`config.mk`:
```
export PLATFORM = sky130hd
export DESIGN_NAME = csr_bridge
export DESIGN_NICKNAME = d
export VERILOG_FILES = /design/src/soc_pkg.sv /design/src/csr_bridge.sv
export SDC_FILE = /design/constraint.sdc
export NUM_CORES = 1
export LEC_CHECK = 0
export ABC_AREA = 0
export BUFFER_PORTS_ARGS = -buffer_cell sky130_fd_sc_hd__buf_4
export CORE_UTILIZATION = 36
export DETAILED_ROUTE_END_ITERATION = 10
export PLACE_DENSITY = 0.75
export SYNTH_ARGS = -nofsm -noshare
export SYNTH_HDL_FRONTEND = slang
export SYNTH_SLANG_ARGS = --single-unit
```
`constraint.sdc`:
```
create_clock -name sys_clk -period 3.3 [get_ports sys_clk]
set_clock_uncertainty 0.05 [all_clocks]
set_input_delay 0.825 -clock sys_clk [delete_from_list [all_inputs] [get_ports sys_clk]]
set_output_delay 0.825 -clock sys_clk [all_outputs]
set_load 0.01 [all_outputs]
```
`src/soc_pkg.sv`:
```
// --------------------------------------
// Shared SoC definitions
// Wishbone request and response structs
// CSR bus struct and address fields
// Region codes, CSR bank, register map
// Filler word of unmapped regions
// --------------------------------------

`default_nettype none

package soc_pkg;

	// --------------------------------------
	// Wishbone bus
	// --------------------------------------

	typedef logic [31:0] wb_adr_t;
	typedef logic [31:0] wb_data_t;
	typedef logic [3:0]  wb_sel_t;

	// Master to slave
	typedef struct packed {
		wb_adr_t  adr;
		wb_data_t dat;
		wb_sel_t  sel;
		logic     we;
		logic     cyc;
		logic     stb;
	} wb_req_t;

	// Slave to master
	typedef struct packed {
		wb_data_t dat;
		logic     ack;
	} wb_rsp_t;

	// --------------------------------------
	// CSR bus
	// --------------------------------------

	// Bank in the top 4 bits, register index below
	typedef logic [13:0] csr_adr_t;

	// Bridge to bank
	typedef struct packed {
		csr_adr_t a;
		logic     we;
		wb_data_t dw;
	} csr_req_t;

	// Top three address bits select the region
	localparam logic [2:0] REGION_BRAM = 3'b001;
	localparam logic [2:0] REGION_CSR  = 3'b100;

	// Returned by the decoder for unmapped regions
	localparam wb_data_t FILLER_WORD = 32'hABADFACE;

	// System controller bank
	localparam logic [3:0] SYSCTL_BANK = 4'h1;

	// System controller register map
	localparam logic [9:0] REG_GPIO_IN       = 10'd0;
	localparam logic [9:0] REG_GPIO_OUT      = 10'd1;
	localparam logic [9:0] REG_TIMER_CTRL    = 10'd2;
	localparam logic [9:0] REG_TIMER_COMPARE = 10'd3;
	localparam logic [9:0] REG_TIMER_COUNTER = 10'd4;
	localparam logic [9:0] REG_SYSTEM_ID     = 10'd5;

endpackage

`default_nettype wire

```
`src/csr_bridge.sv`:
```
// --------------------------------------
// Wishbone to CSR bridge
// Address/write phase, then read capture
// Read data is the OR of all CSR banks
// --------------------------------------

`default_nettype none

module csr_bridge (
	input  wire                sys_clk,
	input  wire                rst1,
	input  soc_pkg::wb_req_t   req_i,
	output soc_pkg::wb_rsp_t   rsp_o,
	output soc_pkg::csr_req_t  csr_o,
	input  soc_pkg::wb_data_t  csr_rdata_i
);

	typedef enum logic [1:0] {
		ST_IDLE,
		ST_ADDR,
		ST_ACK
	} state_t;

	state_t             state;
	soc_pkg::csr_req_t  csr_q;
	soc_pkg::wb_data_t  rdat_q;
	logic               ack_q;

	always_ff @(posedge sys_clk) begin
		if (!rst1) begin
			state    <= ST_IDLE;
			ack_q    <= 1'b0;
			csr_q.we <= 1'b0;
		end else begin
			case (state)
				ST_IDLE: begin
					if (req_i.cyc && req_i.stb) begin
						// Word address from byte address bits 15:2
						csr_q.a  <= req_i.adr[15:2];
						csr_q.we <= req_i.we;
						csr_q.dw <= req_i.dat;
						state    <= ST_ADDR;
					end
				end
				ST_ADDR: begin
					// Write enable lasts one cycle only
					csr_q.we <= 1'b0;
					rdat_q   <= csr_rdata_i;
					ack_q    <= 1'b1;
					state    <= ST_ACK;
				end
				ST_ACK: begin
					// Master drops stb after this ack
					ack_q <= 1'b0;
					state <= ST_IDLE;
				end
				default: state <= ST_IDLE;
			endcase
		end
	end

	assign csr_o     = csr_q;
	assign rsp_o.dat = rdat_q;
	assign rsp_o.ack = ack_q;

endmodule

`default_nettype wire

```
# Word level (Yosys, flattened, before mapping)

Index checks and enable logic that the tools add are counted.

Input bits: 105
Output and inout port bits: 80
Word-level logic and storage cells: 21
Register bits: 82

Muxes and demuxes: 5
Equality and inequality tests: 3
Reduce and logical (&&, ||, !) cells: 7

Operators by type and width:

| operator                                             | count |
|---|---|
| two-way mux 33 bit                                   | 1 |
| one-hot mux 1 bit (2 select lines)                   | 2 |
| one-hot mux 2 bit (2 select lines)                   | 1 |
| AND reduction 2 bit                                  | 2 |
| nonzero test 2 bit                                   | 2 |
| AND reduction 3 bit                                  | 1 |
| equality test 2 x 1 -> 1 bit (second input constant) | 1 |
| equality test 2 bit (second input constant)          | 1 |
| zero test 2 bit                                      | 1 |
| two-way mux 2 bit                                    | 1 |
| inequality test 2 bit (second input constant)        | 1 |
| logical AND 1 bit                                    | 1 |

# Longest topological paths before layout

Gate-level depths: netlist of run 1.

Depth after elaboration: 3
Depth in mapped cells: 5
Mapped depth without buffers: 5

# Least setup slack after synthesis of run 1

OpenSTA, ideal clock, no wires.

Kind: in2reg
From: input port req_i[1] in the netlist's numbering
To: register csr_q (netlist bit csr_o[0]), enable pin
Data required time: 2800 ps
Stages on the path: 2
Setup slack: -19 ps
Library setup time: 450 ps
Data arrival time: 2819 ps
Path buffers: 0
Cells stage by stage: nand2_1 -> nor2_1

Cells in the longest elaborated chain, start to end: 2

Ends and longest elaborated chain:

| element                              | line             | text |
|---|---|---|
| start, declared                      | csr_bridge.sv:12 | `input soc_pkg::wb_req_t req_i,` |
| logical AND 1 bit                    | csr_bridge.sv:37 | `if (req_i.cyc && req_i.stb) begin` |
| AND reduction 3 bit (no source line) | --               |  |
| end, declared                        | csr_bridge.sv:25 | `soc_pkg::csr_req_t csr_q;` |

No other way between the ends.
A chain may end at the register's enable or synchronous reset.

# Final worst setup path of run 1

From: register csr_q (netlist bit csr_o[27])
To: output port csr_o[27] in the netlist's numbering

RTL lines:

| element       | line             | text |
|---|---|---|
| end, declared | csr_bridge.sv:14 | `output soc_pkg::csr_req_t csr_o,` |

No word-level cell between the ends.

==> results of run 1 <==
state kept, by name, indices dropped and copies added, names as in the netlist:
| register | cells |
|---|---|
| state | 2 |
| rdat_q | 32 |
| csr_o | 47 |
| ack_q | 1 |
cell usage after synthesis, drive strengths merged:
master  number  area share, %
nor2         2           0.29
o211a        1           0.39
edfxtp      78             90
or4b         1           0.39
a21boi       2           0.58
ha           5            2.4
buf          1           0.29
nor2b        2           0.48
nand2        3           0.43
dfxtp        4            3.1
and2         1           0.24
mux2i        2           0.77
o21ai        1           0.19
inv          2           0.29
metrics by stage:
step	cells	setup WS [ns]	hold slack (ns)	utilization [%]	area, µm²
3_3_place_gp	364	1.29	0.411	57.5	3950
5_1_grt	380	1.47	0.457	60.7	4170
3_5_place_dp	364	1.27	0.424	57.5	3950
2_1_floorplan	105	0.731	0.423	-	2600
6_report	380	1.54	0.433	60.7	4170
4_1_cts	380	1.50	0.436	60.7	4170
cell type report:
| cell class | instances | area, µm² | share of cell area [%] |
|---|---|---|---|
| clock buffers | 10 | 128 | 3.06 |
| clock inverters | 6 | 90.1 | 2.16 |
| inverters | 2 | 7.51 | 0.180 |
| multi-input cells | 20 | 168 | 4.02 |
| flip-flops and latches | 82 | 2420 | 58.1 |
| well taps | 96 | 120 | 2.88 |
| repair buffers | 164 | 1230 | 29.5 |
power groups by stage:
stage	logic (mW)	registers [mW]	clock network (mW)
2_1_floorplan	0.0923	1.33	0
3_3_place_gp	0.322	1.29	0
3_5_place_dp	0.332	1.29	0
4_1_cts	0.331	1.27	0.810
5_1_grt	0.354	1.28	0.841
6_report	0.326	1.27	0.782
logic make-up (layout without fill, tap and decap cells):
group | after synthesis | after routing | share of synthesized area, %
DFF | 82 | 82 | 93.3
and+or+nand+nor | 9 | 9 | 1.83
adders and majority gates | 5 | 5 | 2.41
AOI/OAI and AO/OA | 4 | 4 | 1.16
buffers and inverters | 3 | 182 | 0.578
muxes | 2 | 2 | 0.771
routing by layer:
layer	wire (µm)	share of wire, %	GRT usage, %	up-vias
met4	131	2.5	9.39	0
li1	-	-	-	753
met2	2370	44	22.5	125
met1	1950	37	14.0	710
met3	882	17	9.67	11
met5	0	0	0	-
final timing paths:
path / start / endpoint / slack (ns) / depth (start not counted)
hold / removal: csr_o[32]$_SDFFE_PN0P_ / csr_o[32]$_SDFFE_PN0P_ / 0.43 / 2
setup reg to reg: state[0]$_SDFFE_PN0P_ / csr_o[6]$_DFFE_PP_ / 1.57 / 5
hold reg to reg: csr_o[32]$_SDFFE_PN0P_ / csr_o[32]$_SDFFE_PN0P_ / 0.43 / 2
setup / recovery: csr_o[27]$_DFFE_PP_ / csr_o[27] / 1.54 / 1
cell usage in the layout (no fill, tap or decap):
cell type	count
a21boi_1	2
and2_1	1
buf_4	164
bufinv_16	2
clkbuf_1	1
clkbuf_8	9
clkinv_2	1
clkinv_4	1
clkinvlp_4	1
dfxtp_1	4
edfxtp_1	78
ha_1	5
inv_1	2
inv_6	1
mux2i_1	2
nand2_1	3
nor2_1	1
nor2_4	1
nor2b_1	2
o211a_1	1
o21ai_0	1
or4b_1	1
==> impl_metrics.env, run 1 <==
export IMPL_start_kind="flip-flop"
export IMPL_p_comb_share_pct=13.7
export IMPL_outcome="finished clean"
export IMPL_cp_end_kind="output port"
export IMPL_fin_crit_sh_pct=53.3
export IMPL_io_buffers=162
export IMPL_setup_violations=0
export IMPL_syn_to_final_growth_pct=60.4
export IMPL_n_antenna_cell=0
export IMPL_finalSetupTns_ns=0
export IMPL_cts_tree="built"
export IMPL_wl_mm=5.34
export IMPL_dieArea_um2=7560
export IMPL_routedWlPerCell_um=14.0
export IMPL_netlist_area_um2=2600
export IMPL_core_area_um2=6870
export IMPL_finalMaxSlewViolations=0
export IMPL_critPathMaxStageDelay_ns=0.39
export IMPL_cts_root_buf="clkbuf_8"
export IMPL_clkPwrFrac_pct=33.0
export IMPL_cts_resized=0
export IMPL_clk_pin_slew_worst_paths_ns=0.08
export IMPL_grt_pass1_wl_mm=7.71
export IMPL_cts_setup_buffers=0
export IMPL_vias=1599
export IMPL_rows=30
export IMPL_ir_drop_v=0.000327
export IMPL_avgSynthCellArea_um2=24.7
export IMPL_cp_cell_sequence="buf_4"
export IMPL_grt_ovfl_total=0
export IMPL_p_leak_nw=1.73
export IMPL_crit_path_max_fanout=1
export IMPL_hold_viol_final=0
export IMPL_crit_family="flip-flops"
export IMPL_synth_distinct_cells=14
export IMPL_synthCells=105
export IMPL_clock_latency_ns=0.34
export IMPL_switching_power_mw=0.529
export IMPL_gp_congestion=0.756
export IMPL_cap_violations=0
export IMPL_fmax_mhz=568
export IMPL_die_w_um=86.9
export IMPL_p_total_mw=2.37
export IMPL_final_nets=389
export IMPL_hp_class="reg -> reg"
export IMPL_cp_data_arrival_time_ns=0.88
export IMPL_ys_ff_latch=82
export IMPL_ant_nets=0
export IMPL_ios=185
export IMPL_cts_buffer_depth=2
export IMPL_synth_seq_area_share_pct=93.3
export IMPL_h_tree_depth=3
export IMPL_cp_buffers_inverters=1
export IMPL_die_h_um=86.9
export IMPL_vias_per_cell=4.21
export IMPL_min_period_ns=1.76
export IMPL_p_sw_share_pct=22.3
export IMPL_crit_slowest_cell="edfxtp_1"
export IMPL_powerDensity_nw_per_um2=570
export IMPL_antenna_found_initial=0
export IMPL_hpwl_mm=4.00
export IMPL_postCtsHoldBufs=0
export IMPL_drt_iter0_markers=31
export IMPL_fillers=524
export IMPL_grt_pass1_vias=1690
export IMPL_worst_pin_slew_ns=0.561
export IMPL_rsz0062_at_grt="no"
export IMPL_track_usage_pct=14.4
export IMPL_seqPwrFrac_pct=53.3
export IMPL_p_int_mw=1.84
export IMPL_layout_drive_gt1_share_pct=63.4
export IMPL_grt_max_degree=47
export IMPL_cts_made_buffers=9
export IMPL_critPathKind="reg -> out"
export IMPL_syn_num_nets=215
export IMPL_required_ns=2.42
export IMPL_drc=0
export IMPL_relSlewSlack_pct=62.6
export IMPL_clock_sinks=82
export IMPL_start_util_pct=37.8
export IMPL_yosysWarnings=0
export IMPL_first_pass_iters=3
Power figures use the tool's default switching activity.
==> run 2, diff against run 1 <==
Clock period 3.3 ns to 1.48 ns, I/O delays scaled along.
==> impl_metrics.env, run 2 (same netlist as run 1, synthesis figures left out) <==
export IMPL_outcome="finished clean"
export IMPL_dieArea_um2=7560
export IMPL_grt_pass1_wl_mm=7.62
export IMPL_postCtsHoldBufs=0
export IMPL_hp_class="in -> reg"
export IMPL_crit_path_max_fanout=4
export IMPL_hold_end="csr_o[38]$_DFFE_PP_"
export IMPL_layout_commonest_cell="buf_4"
export IMPL_n_antenna_cell=0
export IMPL_vias=1633
export IMPL_drt_iter0_markers=48
export IMPL_min_period_ns=1.38
export IMPL_drc=0
export IMPL_grt_ovfl_total=0
export IMPL_met2_length_mm=2.58
export IMPL_wl_mm=5.32
export IMPL_p_leak_nw=1.72
export IMPL_fillers=518
export IMPL_worst_pin_slew_ns=0.331
export IMPL_cp_data_arrival_time_ns=1.61
export IMPL_r2r_cells=4
export IMPL_cts_setup_buffers=0
export IMPL_setup_violations=0
export IMPL_cts_tree="built"
export IMPL_holdPathStages=1
export IMPL_core_area_um2=6870
export IMPL_finalMaxSlewViolations=0
export IMPL_vias_per_cell=4.29
export IMPL_gp_congestion=0.780
export IMPL_critPathKind="reg -> reg"
export IMPL_dpl_cell_count=365
export IMPL_start_util_pct=37.8
export IMPL_finalSetupTns_ns=0
export IMPL_track_usage_pct=14.3
export IMPL_layout_cells_non_filler=381
export IMPL_fin_crit_sh_pct=93.5
export IMPL_h_tree_depth=3
export IMPL_grt_pass1_vias=1653
export IMPL_cts_root_buf="clkbuf_8"
export IMPL_ant_nets=0
export IMPL_first_pass_iters=2
export IMPL_regArea_um2=2420
export IMPL_routedWlPerCell_um=14.0
export IMPL_clk_pin_slew_worst_paths_ns=0.08
export IMPL_fmax_mhz=723
export IMPL_clock_sinks=82
export IMPL_cp_end_kind="flip-flop"
export IMPL_ios=185
export IMPL_final_nets=390
export IMPL_syn_to_final_growth_pct=61.7
export IMPL_reg2reg_from="state[1]$_SDFFE_PN0P_"
export IMPL_route_met3_wl_um=819
export IMPL_die_h_um=86.9
export IMPL_post_route_util_pct=61.1
export IMPL_ir_drop_v=0.000729
export IMPL_cap_violations=0
export IMPL_rows=30
export IMPL_cts_buffer_depth=2
export IMPL_clock_latency_ns=0.33
export IMPL_required_ns=1.70
export IMPL_holdCritStartpoint="req_i[46]"
export IMPL_ff2ff_setup_slack_ns=0.1
export IMPL_cts_made_buffers=9
export IMPL_layout_drive_gt1_share_pct=65.6
export IMPL_met1Wirelength_mm=1.80
export IMPL_top_layer_used="met4"
export IMPL_timing_rr_end="csr_o[32]$_SDFFE_PN0P_"
export IMPL_largest_register_ffs=47
export IMPL_hold_viol_final=0
export IMPL_multiInputGateArea_um2=196
export IMPL_start_kind="flip-flop"
export IMPL_layout_common_cells="buf_4, edfxtp_1, clkbuf_8, ha_1"
export IMPL_io_buffers=162
export IMPL_hpwl_mm=4.02
export IMPL_grt_max_degree=33
export IMPL_relSlewSlack_pct=77.9
export IMPL_die_w_um=86.9
export IMPL_powerDensity_nw_per_um2=1220
export IMPL_antenna_found_initial=0
export IMPL_cts_resized=0
==> run 2: cell types whose count changed in the layout (fill, tap and decap cells not counted), moves of 2 or more <==
| cell | delta |
|---|---|
| buf_12 | +2 |
| clkinv_1 | +2 |
| dfxtp_1 | -2 |
| dfxtp_2 | +2 |
| ha_1 | -2 |
| ha_4 | +2 |
| inv_1 | -2 |
==> run 2: stage by stage <==
stage	hold slack [ns]	setup WS [ns]	instance area [µm²]	total power, mW
global placement	0.416	0.0943	4000	3.65
detailed placement	0.425	0.0540	4000	3.67
CTS	0.128	0.0486	4190	5.19
global route	0.121	-0.000128	4200	5.36
floorplan	0.419	-0.272	2620	3.19
finish	0.153	0.0960	4200	5.13
==> run 2: power breakdown <==
part | switching [mW] | internal [mW]
clock | 0.744 | 0.766
combinational | 0.350 | 0.435
sequential | 0.0679 | 2.77
==> run 2: worst max-delay path, cell delays in order (launching register included) <==
cell,delay (ns)
dfxtp_2,0.37
inv_4,0.06
ha_1,0.19
or4b_1,0.52
a21boi_1,0.14
==> run 2: layer usage <==
| metal | global-route usage [%] | up-vias |
|---|---|---|
| li1 | - | 753 |
| met1 | 13.2 | 745 |
| met2 | 24.0 | 124 |
| met3 | 7.68 | 11 |
| met4 | 9.70 | 0 |
| met5 | 0 | - |
==> run 2: area by class of cell <==
class	count	share of cell area [%]
flip-flops and latches	82	57.7
well taps	96	2.86
multi-input cells	20	4.68
repair buffers	165	30.1
clock inverters	6	1.37
clock buffers	10	3.04
inverters	2	0.238
==> run 2: how the worst max path moves through the flow <==
stage	from	end	slack, ns	depth (start not counted)
after floorplan	state[1]$_SDFFE_PN0P_	csr_o[0]$_DFFE_PP_	-0.27	4
after global placement	state[1]$_SDFFE_PN0P_	csr_o[32]$_SDFFE_PN0P_	0.09	5
after detailed placement	state[1]$_SDFFE_PN0P_	csr_o[32]$_SDFFE_PN0P_	0.05	5
after CTS	state[1]$_SDFFE_PN0P_	csr_o[32]$_SDFFE_PN0P_	0.05	5
after global routing	state[0]$_SDFFE_PN0P_	csr_o[32]$_SDFFE_PN0P_	-0.0001	5
final	state[1]$_SDFFE_PN0P_	csr_o[32]$_SDFFE_PN0P_	0.1	4
