`src/soc_pkg.sv`:
```
// --------------------------------------
// Shared SoC definitions
// Wishbone request and response structs
// CSR bus struct and address fields
// Region codes, CSR bank, register map
// Filler word of unmapped regions
// --------------------------------------

`default_nettype none

package soc_pkg;

	// --------------------------------------
	// Wishbone bus
	// --------------------------------------

	typedef logic [31:0] wb_adr_t;
	typedef logic [31:0] wb_data_t;
	typedef logic [3:0]  wb_sel_t;

	// Master to slave
	typedef struct packed {
		wb_adr_t  adr;
		wb_data_t dat;
		wb_sel_t  sel;
		logic     we;
		logic     cyc;
		logic     stb;
	} wb_req_t;

	// Slave to master
	typedef struct packed {
		wb_data_t dat;
		logic     ack;
	} wb_rsp_t;

	// --------------------------------------
	// CSR bus
	// --------------------------------------

	// Bank in the top 4 bits, register index below
	typedef logic [13:0] csr_adr_t;

	// Bridge to bank
	typedef struct packed {
		csr_adr_t a;
		logic     we;
		wb_data_t dw;
	} csr_req_t;

	// Top three address bits select the region
	localparam logic [2:0] REGION_BRAM = 3'b001;
	localparam logic [2:0] REGION_CSR  = 3'b100;

	// Returned by the decoder for unmapped regions
	localparam wb_data_t FILLER_WORD = 32'hABADFACE;

	// System controller bank
	localparam logic [3:0] SYSCTL_BANK = 4'h1;

	// System controller register map
	localparam logic [9:0] REG_GPIO_IN       = 10'd0;
	localparam logic [9:0] REG_GPIO_OUT      = 10'd1;
	localparam logic [9:0] REG_TIMER_CTRL    = 10'd2;
	localparam logic [9:0] REG_TIMER_COMPARE = 10'd3;
	localparam logic [9:0] REG_TIMER_COUNTER = 10'd4;
	localparam logic [9:0] REG_SYSTEM_ID     = 10'd5;

endpackage

`default_nettype wire

```
`src/wb_decoder.sv`:
```
// --------------------------------------
// Wishbone region decoder
// Strobe routing to RAM and CSR bridge
// Response multiplexer
// Default responder with filler word
// --------------------------------------

`default_nettype none

module wb_decoder (
	input  wire               sys_clk,
	input  wire               rst1,
	input  soc_pkg::wb_req_t  bus_req_i,
	output soc_pkg::wb_rsp_t  bus_rsp_o,
	output soc_pkg::wb_req_t  ram_req_o,
	input  soc_pkg::wb_rsp_t  ram_rsp_i,
	output soc_pkg::wb_req_t  csr_req_o,
	input  soc_pkg::wb_rsp_t  csr_rsp_i
);

	logic [2:0] region;
	logic       hit_bram;
	logic       hit_csr;
	logic       hit_none;
	logic       def_ack;

	// Region from the top three address bits
	assign region   = bus_req_i.adr[31:29];
	assign hit_bram = (region == soc_pkg::REGION_BRAM);
	assign hit_csr  = (region == soc_pkg::REGION_CSR);
	assign hit_none = ~hit_bram & ~hit_csr;

	// --------------------------------------
	// Strobe routing
	// --------------------------------------

	// Same request to both slaves, only one sees stb
	always_comb begin
		ram_req_o     = bus_req_i;
		ram_req_o.stb = bus_req_i.stb & hit_bram;
		csr_req_o     = bus_req_i;
		csr_req_o.stb = bus_req_i.stb & hit_csr;
	end

	// --------------------------------------
	// Default responder
	// --------------------------------------

	// One ack per access, cleared while the master still holds stb
	always_ff @(posedge sys_clk) begin
		if (!rst1) begin
			def_ack <= 1'b0;
		end else begin
			def_ack <= bus_req_i.cyc & bus_req_i.stb & hit_none & ~def_ack;
		end
	end

	// --------------------------------------
	// Response multiplexer
	// --------------------------------------

	always_comb begin
		if (hit_bram) begin
			bus_rsp_o = ram_rsp_i;
		end else if (hit_csr) begin
			bus_rsp_o = csr_rsp_i;
		end else begin
			bus_rsp_o.dat = soc_pkg::FILLER_WORD;
			bus_rsp_o.ack = def_ack;
		end
	end

endmodule

`default_nettype wire

```
`config.mk`:
```
export PLATFORM = sky130hd
export DESIGN_NAME = wb_decoder
export DESIGN_NICKNAME = d
export VERILOG_FILES = /design/src/soc_pkg.sv /design/src/wb_decoder.sv
export SDC_FILE = /design/constraint.sdc
export NUM_CORES = 1
export LEC_CHECK = 0
export BUFFER_PORTS_ARGS = -buffer_cell sky130_fd_sc_hd__buf_2
export CAP_MARGIN = 5
export CORE_AREA = 2 2 123 125
export CTS_BUF_LIST = sky130_fd_sc_hd__clkbuf_4
export CTS_CLUSTER_SIZE = 14
export DETAILED_ROUTE_END_ITERATION = 10
export DIE_AREA = 0 0 125 127
export GPL_TIMING_DRIVEN = 0
export SLEW_MARGIN = 20
export SYNTH_ARGS = -nofsm -noshare
export SYNTH_HDL_FRONTEND = slang
export SYNTH_SLANG_ARGS = --single-unit
```
`constraint.sdc`:
```
create_clock -name sys_clk -period 1.55 [get_ports sys_clk]
set_clock_uncertainty 0.05 [all_clocks]
set_input_delay 0.155 -clock sys_clk [delete_from_list [all_inputs] [get_ports sys_clk]]
set_output_delay 0.155 -clock sys_clk [all_outputs]
set_load 0.03 [all_outputs]
```
Yosys cells after proc, flatten, opt, wreduce, memory -nomap -nowiden
Cells that the tools add are included.

word-level totals
  output and inout bits = 175
  logic and storage cells = 14
  bits in registers = 1

cells by class
  bitwise gates (word level) = 9
  muxes and demuxes = 2
  equality and inequality tests = 2

operator list
  kind                                           number
  two-way mux 33 bit                             2
  AND 1 bit                                      6
  == test 3 x 1 -> 1 bit, second input constant  1
  == test 3 bit, second input constant           1
  NOT 1 bit                                      3

Longest topological paths before layout
Gate-level depths: netlist of run 1.

  depth in word-level cells = 5
  depth in mapped cells = 4

Worst setup path before layout of run 1
No wires, ideal clock.

  path kind = in2out
  start = input bus_req_i[70] (netlist bit)
  end = output bus_rsp_o[10] (netlist bit)
  stages on the path = 3
  arrival = 0.987 ns
  required time = 1.345 ns
  slack = 0.358 ns
  cell sequence = or3b_4 buf_6 o22a_1

RTL lines
  what                RTL line          source
  start: declaration  wb_decoder.sv:13  input soc_pkg::wb_req_t bus_req_i,
  end: declaration    wb_decoder.sv:14  output soc_pkg::wb_rsp_t bus_rsp_o,

==> results of run 1 <==
## area by class of cell
cell class	instances	share of cell area [%]
sequential	1	0.674
timing repair buffer	247	41.6
tap	184	7.75
buffer	146	37.0
multi-input combinational	48	13.0
## worst register-to-register path, delay by kind of cell (launching register included)
| family | cells | cell delay [ns] |
|---|---|---|
| flops | 1 | 0.29 |
| simple gates | 2 | 0.28 |
## routing by layer
layer	track usage [%]	vias up
li1	-	1012
met1	6.34	823
met2	11.5	139
met3	0.670	0
met4	0	0
met5	0	-
## worst max-delay path by stage
stage / slack [ns] / to / depth (start not counted) / startpoint
after floorplan: 0.36 / bus_rsp_o[10] / 3 / bus_req_i[70]
after global placement: 0.07 / bus_rsp_o[30] / 5 / bus_req_i[70]
after detailed placement: 0.06 / bus_rsp_o[30] / 5 / bus_req_i[70]
after CTS: 0.06 / bus_rsp_o[11] / 6 / bus_req_i[69]
after global routing: 0.01 / bus_rsp_o[11] / 5 / bus_req_i[70]
final: 0.06 / bus_rsp_o[30] / 5 / bus_req_i[70]
## cell usage in the layout (no fill, tap or decap)
| cell | count |
|---|---|
| buf_2 | 249 |
| buf_4 | 140 |
| o22a_1 | 21 |
| a22o_1 | 11 |
| o211ai_1 | 1 |
| nand2_1 | 1 |
| and2_1 | 3 |
| nor2_1 | 2 |
| or3b_4 | 1 |
| nand4b_1 | 1 |
| o21ai_0 | 2 |
| clkbuf_4 | 2 |
| nand3b_1 | 1 |
| and3_1 | 1 |
| nor3b_1 | 1 |
| buf_6 | 2 |
| dfxtp_1 | 1 |
| nor3_1 | 1 |
| nor3b_2 | 1 |
## per-stage QoR
stage	instance area (µm²)	setup WS [ns]
after floorplan	1500	0.358
after global placement	2970	0.0719
after detailed placement	2970	0.0645
after CTS	2970	0.0611
after global routing	2970	0.0150
final	2970	0.0625
## cell families (layout without fill, tap and decap cells)
| family | count (synthesis) | count (layout) | synth area share [%] |
|---|---|---|---|
| simple gates | 13 | 13 | 5.92 |
| flops | 1 | 1 | 1.33 |
| compound gates | 35 | 35 | 19.9 |
| buf+inv | 146 | 393 | 72.9 |
## timing repair
action / CTS / global route
hold endpoints to repair: 0 / 0
setup buffers: 0 / 0
setup endpoints to repair: 0 / 2
gates resized for setup: 0 / 2
## power breakdown
group          internal (mW)  switching [mW]  leakage, nW  total (mW)
sequential            0.0273        0.000592      0.00817      0.0279
clock                      0               0            0           0
combinational          0.485           0.668         1.76        1.15
==> flow_metrics.py, run 1 <==
metrics = {
    "timing": {
        "hold_viol": 0,
        "slew_headroom_pct": 81.8,
        "worstMarginPinSlew_ns": 0.272,
        "slew_violations": 0,
        "max_clock_freq_ghz": 0.672,
        "finalSetupViolCount": 0,
        "whs_ns": 0.375,
        "fin_crit_sh_pct": 96.0,
        "period_minus_slack_ns": 1.49,
        "rsz0062_at_grt": "false",
        "fin_setup_tns_ns": 0,
    },
    "cts": {
        "ctsHoldBuffers": 0,
        "clkLatencyLatePin_ns": 0,
        "clk_pin_slew_worst_paths_ns": 0,
    },
    "critical_path": {
        "cpMaxStageDelayCell": "or3b_4",
        "crit_type": "input port to primary output",
        "required_ns": 1.34,
        "crit-reg2reg-capture": "def_ack",
        "path_max_fanout": 10,
        "critPathTopFamily": "buffers and inverters",
        "crit_buf_inv": 3,
        "cpMostUsedCell": "buf_2",
        "end_kind": "primary output",
        "worst_ep_arrival_time_ns": 1.28,
        "slowest_delay_ns": 0.44,
        "start_kind": "input port",
        "r2r_start": "def_ack",
        "rrSetupSlack_ns": 0.84,
        "rr_worst_depth": 2,
        "crit_chain": "buf_2, or3b_4, buf_6, o22a_1, buf_2",
    },
    "grt": {
        "overflow": 0,
        "antenna_found_initial": 0,
        "grt_max_degree": 11,
        "first_global_vias": 1781,
        "grt_pass1_wl_um": 7910,
        "track_usage_pct": 5.54,
    },
    "finish": {
        "drive_gt1_share_pct": 89.4,
        "finalCoreUtilization_pct": 20.6,
        "n_fill_cell": 1626,
        "fin_cells": 626,
        "reg.largest.list": "def_ack x1",
        "regArea_um2": 20.0,
        "area_growth_pct": 98.1,
        "largest_register": "def_ack",
        "largest_register_ffs": 1,
        "diodes": 0,
        "fin_nets": 583,
        "multi_input_area_um2": 387,
    },
    "detailed_routing": {
        "firstDrtPassIters": 4,
        "avgViaCountPerCell": 3.15,
        "drcViolationCount": 0,
        "routed.top_layer": "met3",
        "antenna_left": 0,
        "drt_iter0_drc": 30,
        "dr_wl_met3_um": 562,
        "wl_um": 5480,
        "via_count": 1974,
        "wl_per_cell_um": 8.75,
        "drt-met1-wl_um": 1990,
        "met2WireLength_um": 2920,
    },
    "status": {
        "outcome": "finished clean",
    },
    "logic_synthesis": {
        "yosysSeqAreaShare_pct": 1.33,
        "syn_inst": 195,
        "yosysTopAreaCell": "buf_4",
        "ys_seq_elements": 1,
        "syn_area_um2": 1500,
        "syn_avg_cell_area_um2": 7.69,
        "synth_most_common_cell": "buf_4",
        "async_flop_share_pct": 0,
        "synth_top_area_share_pct": 70.1,
        "yosysUniqueCellTypes": 18,
        "synthFlopType": "dfxtp_1",
        "synth_commonest_cells": "140 x buf_4, 21 x o22a_1, 11 x a22o_1",
        "yosysWarnings": 0,
        "syn_nets": 334,
        "synth_area_leaders": "buf_4 70%, o22a_1 12%, a22o_1 6.4%, buf_6 1.5%, buf_2 1.3%",
        "synth-edff-count": 0,
    },
    "placement": {
        "dp_hpwl_um": 5030,
        "io_buffer_count": 247,
        "gp_congestion": 0.787,
        "dp.cells": 626,
    },
    "power": {
        "p_total_mw": 1.18,
        "peakVddDrop_mv": 0.154,
        "p_per_area_nw_per_um2": 397,
        "leakage_nw": 1.77,
    },
    "die": {
        "fp-row-count": 44,
        "chipHeight_um": 127,
        "start_util_pct": 10.4,
        "die-area_um2": 15900,
        "coreArea_um2": 14400,
        "fp.dieW_um": 125,
        "io_pins": 314,
    },
    "min_path": {
        "min_from": "rst1",
        "holdPathStages": 3,
        "hold_path_class": "input port to flip-flop",
        "holdPathEnd": "def_ack",
    },
    "flow_run": {
        "maxCapViolCount": 0,
    },
}
Power figures use the tool's default switching activity.
==> inputs of run 2 (changes only) <==
--- a/config.mk
+++ b/config.mk
@@ -5,7 +5,7 @@
 export SDC_FILE = /design/constraint.sdc
 export NUM_CORES = 1
 export LEC_CHECK = 0
-export BUFFER_PORTS_ARGS = -buffer_cell sky130_fd_sc_hd__buf_2
+export BUFFER_PORTS_ARGS = -buffer_cell sky130_fd_sc_hd__buf_4
 export CAP_MARGIN = 5
 export CORE_AREA = 2 2 123 125
 export CTS_BUF_LIST = sky130_fd_sc_hd__clkbuf_4
==> run 2 against run 1 <==
Net effect: global-route usage is 0.46 points higher; worst setup slack improved by 0.030 ns; worst hold slack gained 0.016 ns; highest routed layer is now met4.
==> flow_metrics.py, run 2 (synthesized netlist as in run 1, its figures left out) <==
metrics = {
    "status": {
        "outcome": "finished clean",
    },
    "finish": {
        "diodes": 0,
        "layout_commonest_cell": "buf_4",
        "fin_nets": 583,
        "reg.largest.list": "def_ack x1",
        "finalCoreUtilization_pct": 24.9,
        "largest_register": "def_ack",
        "largest_register_ffs": 1,
        "n_fill_cell": 1588,
        "final_cell_mix": "387 x buf_4, 21 x o22a_1, 11 x a22o_1",
        "drive_gt1_share_pct": 89.4,
        "area_growth_pct": 139,
        "fin_cells": 626,
        "multi_input_area_um2": 387,
        "regArea_um2": 20.0,
    },
    "flow_run": {
        "maxCapViolCount": 0,
    },
    "detailed_routing": {
        "antenna_left": 0,
        "avgViaCountPerCell": 3.22,
        "via_count": 2017,
        "drcViolationCount": 0,
        "drt_iter0_drc": 42,
        "wl_um": 6030,
        "wl_per_cell_um": 9.63,
        "firstDrtPassIters": 4,
    },
    "die": {
        "io_pins": 314,
        "coreArea_um2": 14400,
        "fp-row-count": 44,
        "fp.dieW_um": 125,
        "die-area_um2": 15900,
        "start_util_pct": 10.4,
        "chipHeight_um": 127,
    },
    "placement": {
        "io_buffer_count": 247,
        "dp.cells": 626,
        "gp_congestion": 0.777,
        "dp_hpwl_um": 5510,
    },
    "power": {
        "combPwrFrac_pct": 98.0,
        "p_total_mw": 1.38,
        "peakVddDrop_mv": 0.155,
        "netSwitchingFraction_pct": 49.7,
        "leakage_nw": 1.99,
        "p_per_area_nw_per_um2": 384,
        "power_switching_mw": 0.685,
        "p_seq_share_pct": 2.0,
        "p_int_mw": 0.692,
        "power_frac_clock_pct": 0,
    },
    "min_path": {
        "hold_path_class": "input port to flip-flop",
        "holdPathEnd": "def_ack",
        "min_from": "rst1",
        "holdPathStages": 3,
    },
    "cts": {
        "ctsHoldBuffers": 0,
        "cts_resized": 0,
        "post-cts-setup-buffers": 0,
        "clk_pin_slew_worst_paths_ns": 0,
        "clkLatencyLatePin_ns": 0,
    },
    "critical_path": {
        "start_kind": "input port",
        "crit_type": "input port to primary output",
        "crit-reg2reg-capture": "def_ack",
        "r2r_start": "def_ack",
        "required_ns": 1.34,
        "worst_ep_arrival_time_ns": 1.25,
        "rr_worst_depth": 2,
        "end_kind": "primary output",
        "path_max_fanout": 10,
        "rrSetupSlack_ns": 0.83,
    },
    "grt": {
        "antenna_found_initial": 0,
        "grt_max_degree": 11,
        "grt_pass1_wl_um": 8470,
        "track_usage_pct": 6.00,
        "overflow": 0,
        "first_global_vias": 1847,
    },
    "timing": {
        "worstMarginPinSlew_ns": 0.259,
        "slew_violations": 0,
        "max_clock_freq_ghz": 0.686,
        "rsz0062_at_grt": "false",
        "period_minus_slack_ns": 1.46,
        "finalSetupViolCount": 0,
        "fin_setup_tns_ns": 0,
        "hold_viol": 0,
        "fin_crit_sh_pct": 94.0,
        "slew_headroom_pct": 82.6,
    },
}
run 2: cell types whose count changed in the layout (fill, tap and decap cells not counted):
cell / change
buf_2: -245
clkbuf_4: -2
buf_4: +247
run 2: worst max-delay path, cell delays in order:
cell and delay [ns]:
buf_4 0.15, or3b_4 0.43, buf_6 0.15, o22a_1 0.19, buf_4 0.17
run 2: metal layers:
layer,wire [µm],part of all wire [%],GRT usage (%),vias up
met5,0,0,0,-
met2,3310,55,12.2,142
met3,700,12,1.42,4
li1,-,-,-,1010
met4,36,0.60,0.523,0
met1,1990,33,6.44,861
run 2: stage by stage:
step,setup slack [ns],instance area (µm²),hold WS (ns)
final,0.0926,3580,0.392
after global routing,0.0331,3580,0.410
after CTS,0.0834,3580,0.392
after detailed placement,0.0849,3580,0.386
after global placement,0.0846,3580,0.384
after floorplan,0.358,1500,0.253
run 2: power groups by stage:
stage	Combinational, mW	Sequential, mW	Clock (mW)
floorplan	0.844	0.0277	0
detailed placement	1.36	0.0279	0
CTS	1.36	0.0279	0
finish	1.35	0.0279	0
global placement	1.36	0.0279	0
global route	1.41	0.0282	0
run 2: layout make-up:
class / count / share of cell area (%)
repair buffers: 247 / 51.7
flip-flops and latches: 1 / 0.558
plain buffers: 146 / 30.5
well taps: 184 / 6.42
multi-input cells: 48 / 10.8
run 2: how the worst max path moves through the flow:
| stage | slack [ns] | depth (start not counted) | endpoint | start |
|---|---|---|---|---|
| after global placement | 0.08 | 5 | bus_rsp_o[2] | bus_req_i[70] |
| after CTS | 0.08 | 5 | bus_rsp_o[22] | bus_req_i[70] |
| after detailed placement | 0.08 | 5 | bus_rsp_o[22] | bus_req_i[70] |
| final | 0.09 | 5 | bus_rsp_o[30] | bus_req_i[70] |
| after floorplan | 0.36 | 3 | bus_rsp_o[10] | bus_req_i[70] |
| after global routing | 0.03 | 6 | bus_rsp_o[23] | bus_req_i[69] |
==> inputs of run 3 (changes only) <==
--- a/config.mk
+++ b/config.mk
@@ -7,11 +7,11 @@
 export LEC_CHECK = 0
 export BUFFER_PORTS_ARGS = -buffer_cell sky130_fd_sc_hd__buf_4
 export CAP_MARGIN = 5
-export CORE_AREA = 2 2 123 125
+export CORE_AREA = 2 2 121 123
 export CTS_BUF_LIST = sky130_fd_sc_hd__clkbuf_4
 export CTS_CLUSTER_SIZE = 14
 export DETAILED_ROUTE_END_ITERATION = 10
-export DIE_AREA = 0 0 125 127
+export DIE_AREA = 0 0 123 125
 export GPL_TIMING_DRIVEN = 0
 export SLEW_MARGIN = 20
 export SYNTH_ARGS = -nofsm -noshare
==> constraint.sdc (replaced) <==
create_clock -name sys_clk -period 1.5 [get_ports sys_clk]
set_clock_uncertainty 0.05 [all_clocks]
set_input_delay 0.15 -clock sys_clk [delete_from_list [all_inputs] [get_ports sys_clk]]
set_output_delay 0.15 -clock sys_clk [all_outputs]
set_load 0.03 [all_outputs]
==> run 3 against run 2 <==
Net effect: first-iteration DRC count is 57% lower; via count grew 2.9%; combinational power is 4% higher; power rose by 4.4%; worst setup slack lost 0.062 ns; highest routed layer is now met3.
==> flow_metrics.py, run 3 (synthesized netlist as in run 1, its figures left out) <==
metrics = {
    "grt": {
        "first_global_vias": 2002,
        "grt_pass1_wl_um": 9090,
        "grt_max_degree": 11,
        "overflow": 0,
        "track_usage_pct": 7.17,
        "antenna_found_initial": 0,
    },
    "finish": {
        "largest_register_ffs": 1,
        "reg.largest.list": "def_ack x1",
        "multi_input_area_um2": 395,
        "regArea_um2": 20.0,
        "largest_register": "def_ack",
        "fin_nets": 583,
        "diodes": 0,
        "finalCoreUtilization_pct": 25.3,
        "drive_gt1_share_pct": 89.6,
        "area_growth_pct": 140,
        "layout_commonest_cell": "buf_4",
        "n_fill_cell": 1605,
        "final_cell_mix": "387 x buf_4, 21 x o22a_1, 11 x a22o_1",
    },
    "die": {
        "fp.dieW_um": 123,
        "fp-row-count": 44,
        "die-area_um2": 15400,
        "coreArea_um2": 14200,
        "chipHeight_um": 125,
        "start_util_pct": 10.6,
        "io_pins": 314,
    },
    "critical_path": {
        "required_ns": 1.30,
        "cpMostUsedCell": "buf_4",
        "cpMaxStageDelayCell": "or3b_4",
        "crit_chain": "buf_4, or3b_4, buf_6, o22a_1, buf_4",
        "slowest_delay_ns": 0.42,
        "path_max_fanout": 10,
        "end_kind": "primary output",
        "worst_ep_arrival_time_ns": 1.27,
        "crit_type": "input port to primary output",
        "start_kind": "input port",
    },
    "detailed_routing": {
        "wl_um": 6890,
        "drt_iter0_drc": 18,
        "antenna_left": 0,
        "firstDrtPassIters": 4,
        "avgViaCountPerCell": 3.31,
        "drcViolationCount": 0,
        "via_count": 2075,
        "wl_per_cell_um": 11.0,
    },
    "timing": {
        "hold_viol": 0,
        "slew_violations": 0,
        "worstMarginPinSlew_ns": 0.258,
        "finalSetupViolCount": 0,
        "max_clock_freq_ghz": 0.680,
        "period_minus_slack_ns": 1.47,
        "fin_crit_sh_pct": 98.0,
        "slew_headroom_pct": 82.8,
        "rsz0062_at_grt": "false",
    },
    "placement": {
        "dp_hpwl_um": 6320,
        "io_buffer_count": 247,
        "gp_congestion": 0.764,
    },
    "cts": {
        "cts_resized": 1,
        "clk_pin_slew_worst_paths_ns": 0,
        "ctsHoldBuffers": 0,
        "clkLatencyLatePin_ns": 0,
        "post-cts-setup-buffers": 0,
    },
    "flow_run": {
        "maxCapViolCount": 0,
    },
    "status": {
        "outcome": "finished clean",
    },
    "power": {
        "leakage_nw": 2.00,
        "p_per_area_nw_per_um2": 399,
        "peakVddDrop_mv": 0.132,
        "p_total_mw": 1.44,
    },
    "min_path": {
        "hold_path_class": "input port to flip-flop",
    },
}
[run 3: cell counts in the layout (fill, tap and decap cells not counted)]
Identical to the previous run, type by type.
[run 3: worst max-delay path, delay by kind of cell]
kind                   cells  cell delay (ns)
buffers and inverters      3             0.48
and+or+nand+nor            1             0.42
AOI/OAI and AO/OA          1             0.21
[run 3: worst paths after layout]
kind | start | endpoint | slack [ns] | depth (start not counted)
setup / recovery | bus_req_i[70] | bus_rsp_o[25] | 0.03 | 5
hold / removal | rst1 | def_ack | 0.39 | 3
setup reg to reg | def_ack | def_ack | 0.77 | 2
hold reg to reg | def_ack | def_ack | 0.51 | 2
[run 3: report_power, final]
group          total, mW  internal, mW  switching (mW)
Sequential        0.0291        0.0282        0.000841
Clock                  0             0               0
Combinational       1.41         0.690           0.718
Total               1.44         0.719           0.719
[run 3: cell type report]
cell class | count | share of cell area [%]
repair buffers | 247 | 51.6
flip-flops and latches | 1 | 0.556
well taps | 184 | 6.40
plain buffers | 146 | 30.4
multi-input cells | 48 | 11.0
[run 3: metrics by stage]
stage | hold WS [ns] | setup TNS (ns) | setup slack, ns | area, µm² | cells
2_1_floorplan | 0.248 | 0 | 0.318 | 1500 | 195
3_3_place_gp | 0.390 | 0 | 0.000153 | 3580 | 626
3_5_place_dp | 0.384 | -0.00548 | -0.00548 | 3580 | 626
4_1_cts | 0.388 | 0 | 0.0222 | 3590 | 626
5_1_grt | 0.409 | 0 | 0.000883 | 3600 | 626
6_report | 0.388 | 0 | 0.0302 | 3600 | 626
[run 3: routing by layer]
metal | GRT usage [%] | share of wire (%)
met3 | 1.64 | 16
met2 | 16.3 | 55
met4 | 0 | 0
met1 | 6.33 | 29
met5 | 0 | 0
